--- src/hw/positPkg.sv ---
////////////////////
// Posit unary unit definitions
// Format constants, opcodes and pipeline stage structs
// for 8-bit posits with one exponent bit
////////////////////
package positPkg;

  localparam int posWidth = 8;
  localparam int posEs = 1;
  localparam int fracWidth = 4;          // Widest fraction field of an 8-bit posit
  localparam int mantWidth = 9;          // Table fraction bits below the hidden one
  localparam int scaleWidth = 5;         // Holds -12..12

  localparam logic [posWidth-1:0] posNaR = 8'h80;
  localparam int posMaxScale = 12;       // Scale of maxpos
  localparam int posMinScale = -12;      // Scale of minpos

  typedef logic [posWidth-1:0] posit_t;

  typedef enum logic {
    opInv  = 1'b0,                       // Reciprocal
    opSqrt = 1'b1                        // Square root
  } positOp_e;

  typedef enum logic [1:0] {
    clsZero   = 2'd0,
    clsNaR    = 2'd1,
    clsNormal = 2'd2
  } posClass_e;

  // Operand after regime and exponent extraction
  typedef struct packed {
    posClass_e                    cls;
    logic                         sign;
    logic signed [scaleWidth-1:0] scale;  // Regime times 2 plus exponent
    logic [fracWidth-1:0]         frac;   // Left aligned
    positOp_e                     op;
  } decoded_t;

  // Normalized mantissa from the function tables
  typedef struct packed {
    logic [mantWidth-1:0] frac;
    logic                 sticky;         // Set when the true value lies above frac
  } mant_t;

endpackage

--- src/hw/positDecode.sv ---
`timescale 1ns/1ns
////////////////////
// Posit decode stage
// Classifies the operand, strips the regime and registers
// sign, scale, fraction and opcode
////////////////////
module positDecode (
  input  logic               clock,
  input  logic               resetn,
  input  logic               ivalid,
  input  positPkg::posit_t   positA,
  input  positPkg::positOp_e op,
  output logic               decValid,
  output positPkg::decoded_t dec
);
  import positPkg::*;

  posit_t                       absA;
  logic [posWidth-2:0]          body;
  logic [posWidth-2:0]          runBits;
  logic [posWidth-2:0]          tail;
  logic                         regimeSign;
  logic [2:0]                   runLen;
  logic signed [scaleWidth-1:0] regimeK;
  decoded_t                     decNext;

  always_comb begin
    absA = positA[posWidth-1] ? posit_t'(-positA) : positA;
    body = absA[posWidth-2:0];
    regimeSign = body[posWidth-2];
    runBits = regimeSign ? ~body : body;  // Regime run turns into leading zeros

    // Leading zero count, highest set bit wins
    runLen = 3'd7;
    for (int i = 0; i < posWidth - 1; i++) begin
      if (runBits[i]) begin
        runLen = 3'(posWidth - 2 - i);
      end
    end

    // Drop the run and its terminator, exponent lands on top
    tail = body << (4'(runLen) + 4'd1);

    if (regimeSign) begin
      regimeK = $signed({2'b00, runLen}) - 5'sd1;
    end else begin
      regimeK = -$signed({2'b00, runLen});
    end

    decNext.sign = positA[posWidth-1];
    decNext.scale = (regimeK <<< posEs) + $signed({1'b0, tail[posWidth-2]});
    decNext.frac = tail[posWidth-3 -: fracWidth];
    decNext.op = op;

    if (positA == '0) begin
      decNext.cls = clsZero;
    end else if (positA == posNaR) begin
      decNext.cls = clsNaR;
    end else begin
      decNext.cls = clsNormal;
    end
  end

  always_ff @(posedge clock) begin
    if (!resetn) begin
      decValid <= 1'b0;
    end else begin
      decValid <= ivalid;
    end
  end

  always_ff @(posedge clock) begin
    if (ivalid) begin
      dec <= decNext;
    end
  end

  // A valid decoded word must be fully known for the table and encoder
  decKnown: assert property (@(posedge clock) disable iff (!resetn)
    decValid |-> !$isunknown(dec))
    else $error("decoded operand has unknown bits while decValid is high");

endmodule

--- src/hw/positFracTable.sv ---
`timescale 1ns/1ns
////////////////////
// Posit function tables
// Reciprocal and square root mantissas with result scale
////////////////////
module positFracTable (
  input  positPkg::decoded_t dec,
  output positPkg::mant_t    mant,
  output logic signed [5:0]  resScale
);
  import positPkg::*;

  mant_t                      invMant;
  mant_t                      sqrtMant;
  logic signed [scaleWidth:0] scaleExt;

  // 2/(1+f/16) - 1, nine bits truncated
  always_comb begin
    invMant = '0;
    case (dec.frac)
      4'd0:  invMant = '{9'd0,   1'b0};  // Exact power of two
      4'd1:  invMant = '{9'd451, 1'b1};
      4'd2:  invMant = '{9'd398, 1'b1};
      4'd3:  invMant = '{9'd350, 1'b1};
      4'd4:  invMant = '{9'd307, 1'b1};
      4'd5:  invMant = '{9'd268, 1'b1};
      4'd6:  invMant = '{9'd232, 1'b1};
      4'd7:  invMant = '{9'd200, 1'b1};
      4'd8:  invMant = '{9'd170, 1'b1};
      4'd9:  invMant = '{9'd143, 1'b1};
      4'd10: invMant = '{9'd118, 1'b1};
      4'd11: invMant = '{9'd94,  1'b1};
      4'd12: invMant = '{9'd73,  1'b1};
      4'd13: invMant = '{9'd52,  1'b1};
      4'd14: invMant = '{9'd34,  1'b1};
      4'd15: invMant = '{9'd16,  1'b1};
    endcase
  end

  // sqrt(p*(1+f/16)) - 1 with p = 2 for odd scale
  always_comb begin
    sqrtMant = '0;
    case ({dec.scale[0], dec.frac})
      5'd0:  sqrtMant = '{9'd0,   1'b0};
      5'd1:  sqrtMant = '{9'd15,  1'b1};
      5'd2:  sqrtMant = '{9'd31,  1'b1};
      5'd3:  sqrtMant = '{9'd45,  1'b1};
      5'd4:  sqrtMant = '{9'd60,  1'b1};
      5'd5:  sqrtMant = '{9'd74,  1'b1};
      5'd6:  sqrtMant = '{9'd88,  1'b1};
      5'd7:  sqrtMant = '{9'd101, 1'b1};
      5'd8:  sqrtMant = '{9'd115, 1'b1};
      5'd9:  sqrtMant = '{9'd128, 1'b0};  // sqrt(25/16)
      5'd10: sqrtMant = '{9'd140, 1'b1};
      5'd11: sqrtMant = '{9'd153, 1'b1};
      5'd12: sqrtMant = '{9'd165, 1'b1};
      5'd13: sqrtMant = '{9'd177, 1'b1};
      5'd14: sqrtMant = '{9'd189, 1'b1};
      5'd15: sqrtMant = '{9'd200, 1'b1};
      5'd16: sqrtMant = '{9'd212, 1'b1};
      5'd17: sqrtMant = '{9'd234, 1'b1};
      5'd18: sqrtMant = '{9'd256, 1'b0};  // sqrt(36/16)
      5'd19: sqrtMant = '{9'd277, 1'b1};
      5'd20: sqrtMant = '{9'd297, 1'b1};
      5'd21: sqrtMant = '{9'd317, 1'b1};
      5'd22: sqrtMant = '{9'd337, 1'b1};
      5'd23: sqrtMant = '{9'd356, 1'b1};
      5'd24: sqrtMant = '{9'd374, 1'b1};
      5'd25: sqrtMant = '{9'd393, 1'b1};
      5'd26: sqrtMant = '{9'd411, 1'b1};
      5'd27: sqrtMant = '{9'd428, 1'b1};
      5'd28: sqrtMant = '{9'd445, 1'b1};
      5'd29: sqrtMant = '{9'd462, 1'b1};
      5'd30: sqrtMant = '{9'd479, 1'b1};
      5'd31: sqrtMant = '{9'd495, 1'b1};
    endcase
  end

  always_comb begin
    scaleExt = {dec.scale[scaleWidth-1], dec.scale};
    if (dec.op == opInv) begin
      mant = invMant;
      if (dec.frac == '0) begin
        resScale = -scaleExt;
      end else begin
        resScale = -scaleExt - 6'sd1;   // Quotient below one, renormalized
      end
    end else begin
      mant = sqrtMant;
      resScale = scaleExt >>> 1;        // Floor of scale/2
    end
  end

endmodule

--- src/hw/positRoundEncode.sv ---
`timescale 1ns/1ns
////////////////////
// Posit encode stage
// Builds regime, exponent and fraction, rounds to nearest even
// and registers the result
////////////////////
module positRoundEncode (
  input  logic               clock,
  input  logic               resetn,
  input  logic               decValid,
  input  positPkg::decoded_t dec,
  input  positPkg::mant_t    mant,
  input  logic signed [5:0]  resScale,
  output logic               ovalid,
  output positPkg::posit_t   positOut
);
  import positPkg::*;

  localparam int strWidth = 20;         // Regime seed, exponent, mantissa and padding

  logic signed [scaleWidth-1:0] clampScale;
  logic signed [scaleWidth-1:0] regimeK;
  logic                         regimeFirst;
  logic [2:0]                   shiftAmt;
  logic signed [strWidth-1:0]   seed;
  logic [strWidth-1:0]          strBits;
  logic [posWidth-2:0]          cut;
  logic                         guardBit;
  logic                         stickyBit;
  logic                         roundUp;
  logic [posWidth-2:0]          mag;
  posit_t                       result;

  always_comb begin
    if (resScale > posMaxScale) begin
      clampScale = scaleWidth'(posMaxScale);
    end else if (resScale < posMinScale) begin
      clampScale = scaleWidth'(posMinScale);
    end else begin
      clampScale = resScale[scaleWidth-1:0];
    end

    regimeK = clampScale >>> posEs;
    regimeFirst = ~regimeK[scaleWidth-1];   // Ones for k >= 0, zeros below
    shiftAmt = regimeK[scaleWidth-1] ? ~regimeK[2:0] : regimeK[2:0];

    // Two-bit run seed, widened by arithmetic shift
    seed = {regimeFirst, ~regimeFirst, clampScale[0], mant.frac, 8'b0};
    strBits = seed >>> shiftAmt;

    cut = strBits[strWidth-1 -: posWidth-1];
    guardBit = strBits[strWidth-posWidth];
    stickyBit = (|strBits[strWidth-posWidth-1:0]) | mant.sticky;
    roundUp = guardBit & (stickyBit | cut[0]);

    if (roundUp && cut != '1) begin
      mag = cut + 1'b1;
    end else begin
      mag = cut;                        // Stays at maxpos
    end
  end

  always_comb begin
    result = {1'b0, mag};
    if (dec.cls == clsNaR) begin
      result = posNaR;
    end else if (dec.cls == clsZero) begin
      result = (dec.op == opInv) ? posNaR : '0;
    end else if (dec.op == opSqrt && dec.sign) begin
      result = posNaR;
    end else if (dec.sign) begin
      result = -{1'b0, mag};            // Negative reciprocal
    end
  end

  always_ff @(posedge clock) begin
    if (!resetn) begin
      ovalid <= 1'b0;
      positOut <= '0;
    end else begin
      ovalid <= decValid;
      if (decValid) begin
        positOut <= result;
      end
    end
  end

  // A normal operand always lands between minpos and maxpos
  magNonzero: assert property (@(posedge clock) disable iff (!resetn)
    decValid && dec.cls == clsNormal |-> mag != '0)
    else $error("normal operand rounded to zero or NaR");

endmodule

--- src/hw/positUnaryUnit.sv ---
`timescale 1ns/1ns
////////////////////
// Posit unary unit
// Two-stage reciprocal and square root for 8-bit posits
////////////////////
module positUnaryUnit (
  input  logic               clock,
  input  logic               resetn,
  input  logic               ivalid,
  input  positPkg::posit_t   positA,
  input  positPkg::positOp_e op,
  output logic               ovalid,
  output positPkg::posit_t   positOut
);
  import positPkg::*;

  decoded_t          dec;
  logic              decValid;
  mant_t             mant;
  logic signed [5:0] resScale;

  // Stage 1
  positDecode decodeStage (
    .clock    (clock),
    .resetn   (resetn),
    .ivalid   (ivalid),
    .positA   (positA),
    .op       (op),
    .decValid (decValid),
    .dec      (dec)
  );

  positFracTable fracTable (
    .dec      (dec),
    .mant     (mant),
    .resScale (resScale)
  );

  // Stage 2
  positRoundEncode encodeStage (
    .clock    (clock),
    .resetn   (resetn),
    .decValid (decValid),
    .dec      (dec),
    .mant     (mant),
    .resScale (resScale),
    .ovalid   (ovalid),
    .positOut (positOut)
  );

endmodule

--- config.mk ---
export PLATFORM = sky130hd
export DESIGN_NAME = positUnaryUnit
export DESIGN_NICKNAME = d
export VERILOG_FILES = /design/src/hw/positPkg.sv /design/src/hw/positDecode.sv /design/src/hw/positFracTable.sv /design/src/hw/positRoundEncode.sv /design/src/hw/positUnaryUnit.sv
export SDC_FILE = /design/constraint.sdc
export NUM_CORES = 1
export LEC_CHECK = 0
export BUFFER_PORTS_ARGS = -buffer_cell sky130_fd_sc_hd__buf_4
export CORE_MARGIN = 8
export CORE_UTILIZATION = 43
export CTS_BUF_LIST = sky130_fd_sc_hd__clkbuf_16
export DETAILED_ROUTE_END_ITERATION = 6
export SYNTH_ARGS = -nofsm -noshare
export SYNTH_HDL_FRONTEND = slang
export SYNTH_SLANG_ARGS = --single-unit
--- constraint.sdc ---
create_clock -name clock -period 6.2 [get_ports clock]
set_input_delay 1.24 -clock clock [delete_from_list [all_inputs] [get_ports clock]]
set_output_delay 1.24 -clock clock [all_outputs]
set_load 0.02 [all_outputs]
==> metrics.log <==
[metrics] DR pass1 iterations: 5
[metrics] Cell Area, Synth: between 4000 and 5000 sq um
[metrics] number of hold-slack violations in the final timing report: 0
[metrics] number of buffers inserted during clock tree synthesis: 5
[metrics] die outline width: 115 microns
[metrics] run status: finished clean
[metrics] Max-Slew Margin vs Limit: just under 50%
[metrics] weighted congestion at the end of routability-driven global placement: roughly 0.92
[metrics] highest clock rate: between 0.15 and 0.2 GHz
[metrics] Yosys warning count: 0
[metrics] Yosys top cell by area: sky130_fd_sc_hd__dfxtp_1
[metrics] final critical-path share of the clock period: between 90% and 100%
[metrics] Root Driver: sky130_fd_sc_hd__clkbuf_16
[metrics] via count of the first global-routing pass: 3830
[metrics] net count after synthesis: 560
[metrics] number of setup violations in the final report: 0
[metrics] count of clock tree sinks: 43
[metrics] synth unique cells: 75
[metrics] ANT cells: 0
[metrics] IO Pins: 21
[metrics] nets: just under 600
[metrics] worst path required time: 6.36 ns
[metrics] post-route insts no fill: between 600 and 700
[metrics] most common cell after layout, fill and taps aside: sky130_fd_sc_hd__nor2_1
[metrics] Main synth FF type: sky130_fd_sc_hd__dfxtp_1
[metrics] top fanout value on the critical path: 10
[metrics] total cell area at the placement stage: roughly 4600 sq um
[metrics] antenna-violating nets left: 0
[metrics] Internal Dissipation: 1.11 mW
[metrics] switching power summed over all nets: between 0.9 and 1 mW
[metrics] max-capacitance violation count: 0
[metrics] worst endpoint data arrival time: a little under 6 ns
[metrics] total wire length after detailed routing: 10.5 mm
[metrics] die area: 13200 sq um
[metrics] top library cells by usage in the layout, fill and taps aside: 45 x sky130_fd_sc_hd__nor2_1, 40 x sky130_fd_sc_hd__nand2_1, 40 x sky130_fd_sc_hd__a21oi_1, 38 x sky130_fd_sc_hd__buf_4, 30 x sky130_fd_sc_hd__dfxtp_1
[metrics] critical path endpoint category: flop
[metrics] cells taking the most area after synthesis: sky130_fd_sc_hd__dfxtp_1 14%, sky130_fd_sc_hd__edfxtp_1 9.3%, sky130_fd_sc_hd__mux2i_1 5.7%
[metrics] total number of vias: about 4000
[metrics] DR DRC count: 0
[metrics] share of synthesized flip-flops with an asynchronous set or reset: 0%
[metrics] area growth from synthesis to layout: 12.1%
[metrics] Clock Latency Late Sink: 0.28 ns
[metrics] Fin Clk Skew: approximately 0.0037 ns
[metrics] Fill cells: roughly 1000
[metrics] sequential element share of the synthesized area: a little under a quarter
[metrics] hold buffer count at cts: 0
[metrics] share of total power in combinational logic: around 66%
[metrics] number of input and output port buffers inserted: 20
[metrics] proportion of netlist area held by the largest area contributor: 14.3%
[metrics] crit path launch type: input pin
[metrics] Post-Synthesis Cells: roughly 530
[metrics] P_leak: between 1.5 and 2 nW
[metrics] Avg Synthesized Cell Area: 7.92 sq um
[metrics] path category of the worst min-delay check: reg -> reg
[metrics] Post-CTS Setup Inserts: 0
[metrics] proportion of total power due to net switching: 46.2%
[metrics] average detailed-routed wire length per instance: roughly 15 microns
[metrics] fin. max-slew vios: 0
[metrics] placeable core region: roughly 9600 sq um
[metrics] flop2flop setup slack: 0.54 ns
[metrics] First DRT Iteration DRCs: 221
[metrics] setup repair after global routing missed its margin: no
[metrics] TritonCTS clock tree: yes
[metrics] Peak supply drop: 172 uV
[metrics] number of synthesized register bits: 43
[metrics] global-route wire length before repair: 17.9 mm
[metrics] Pwr per Cell Area: between 400 and 500 nW/um^2
[metrics] fraction of layout cells with a size suffix above 1: around 14%
[metrics] antenna violations before repair: 0
[metrics] via count normalized by instance count: 5.88
[metrics] Total GRT Usage: 16.2%
[metrics] minimum clock period after layout: 5.68 ns
[metrics] number of enable-type register cells in the synthesized netlist: 13
[metrics] portion of total power attributed to the clock network: 12.8%
[metrics] Max H-tree Level: 2
[metrics] total number of placement rows: 36
[metrics] residual overflow from global routing: 0
[metrics] die span in y: between 100 and 150 microns
[metrics] initial core utilization: around 44%
[metrics] worst setup path category: in -> reg
[metrics] slew at the pin with the worst max-slew slack: 0.774 ns
[metrics] worst-case clock buffer depth: 2
[metrics] post-layout instance area: between 4000 and 5000 sq um
[metrics] maximum number of pins on one net before global-route repair: 36
[metrics] final-layout setup total negative slack: 0 ns
[metrics] Layout Utilization: roughly half
[metrics] post-DP HPWL: between 8 and 9 mm
[metrics] register share of total power: between 20% and 30%
[metrics] Cell Count Post-Placement: slightly below 700
[metrics] post-cts resize count: 0
[metrics] CTS clock-pin slew for the worst setup and hold paths: about 0.060 ns
## state kept, by name, indices dropped and copies added, names as in the netlist
register,flops
decodeStage.dec,13
encodeStage.ovalid,1
decodeStage.decValid,1
encodeStage.positOut,8
fracTable.invMant,10
fracTable.sqrtMant,10
## synth_stat cells (all sizes together), types with 5 or more instances
cell type	number
nor2	45
a21oi	40
nand2	40
dfxtp	30
o21ai	29
mux2i	24
inv	23
xnor2	21
ha	16
and2	15
nand3	15
nor3	15
o211ai	15
clkbuf	14
buf	13
edfxtp	13
nor2b	11
mux2	10
a211oi	8
a31oi	8
or3	8
xor2	8
and3	7
nand2b	7
o22ai	7
o31ai	7
or4	6
nand4	5
nor4	5
o21a	5
## kinds of logic after synthesis
kind of cell	after synthesis	share of synthesized area (%)
AOI/OAI and AO/OA	166	27.7
xor gates and xnor gates	29	6.38
adders and majority gates	16	4.75
buffers and inverters	53	5.23
DFF	43	23.5
muxes	35	8.91
and+or+nand+nor	190	23.5
## cell type report
| type | instances | area (sq um) | area share [%] |
|---|---|---|---|
| Multi-Input combinational cell | 436 | 3010 | 63.8 |
| Timing Repair Buffer | 39 | 305 | 6.46 |
| Clock inverter | 3 | 26.3 | 0.556 |
| Sequential cell | 43 | 991 | 21.0 |
| Clock buffer | 5 | 125 | 2.65 |
| Tap cell | 133 | 166 | 3.52 |
| Inverter | 26 | 97.6 | 2.07 |
## power groups by stage
stage                     Sequential [mW]  Combinational (mW)  Clock, mW
after floorplan                     0.425                1.04          0
after global placement              0.436                1.35          0
after detailed placement            0.438                1.35          0
after CTS                           0.432                1.36      0.269
after global routing                0.442                1.52      0.281
final                               0.432                1.37      0.263
## worst paths after layout
| kind | cells after the start | from | to |
|---|---|---|---|
| worst max-delay path | 16 | positA[4] | fracTable.sqrtMant[1]$_DFF_P_ |
| worst min register to register | 2 | encodeStage.positOut[4]$_SDFFE_PN0P_ | encodeStage.positOut[4]$_SDFFE_PN0P_ |
| worst max register to register | 21 | decodeStage.dec[4]$_DFFE_PP_ | encodeStage.positOut[6]$_SDFFE_PN0P_ |
| worst min-delay path | 2 | encodeStage.positOut[4]$_SDFFE_PN0P_ | encodeStage.positOut[4]$_SDFFE_PN0P_ |
## per-stage QoR
stage / total power, mW / hold WS [ns] / worst slack (ns)
after floorplan: 1.47 / 0.518 / 0.433
after global placement: 1.79 / 0.439 / 0.236
after detailed placement: 1.79 / 0.439 / 0.227
after CTS: 2.06 / 0.448 / 0.528
after global routing: 2.24 / 0.482 / 0.000401
final: 2.06 / 0.442 / 0.519
## per-layer routing
layer  global-route usage, %  vias to the layer above  share of wire, %
met1                    20.3                     1878                47
met2                    27.9                      110                48
met5                       0                        -                 0
met4                    6.39                        0               1.6
met3                    1.52                       14               3.6
li1                        -                     2027                 -
## worst max-delay path, stage by stage
cell and delay (ns):
sky130_fd_sc_hd__buf_4 0.12, sky130_fd_sc_hd__or3_1 0.40, sky130_fd_sc_hd__o21ai_0 0.29, sky130_fd_sc_hd__xnor2_2 0.27
sky130_fd_sc_hd__clkinv_1 0.20, sky130_fd_sc_hd__a211oi_1 0.44, sky130_fd_sc_hd__nor2_1 0.14, sky130_fd_sc_hd__ha_1 0.51
sky130_fd_sc_hd__mux2i_1 0.29, sky130_fd_sc_hd__nor3_1 0.09, sky130_fd_sc_hd__mux2i_1 0.45, sky130_fd_sc_hd__inv_1 0.27
sky130_fd_sc_hd__ha_1 0.30, sky130_fd_sc_hd__nand2b_1 0.20, sky130_fd_sc_hd__o21a_1 0.16, sky130_fd_sc_hd__mux4_2 0.45
Power figures use the tool's default switching activity.
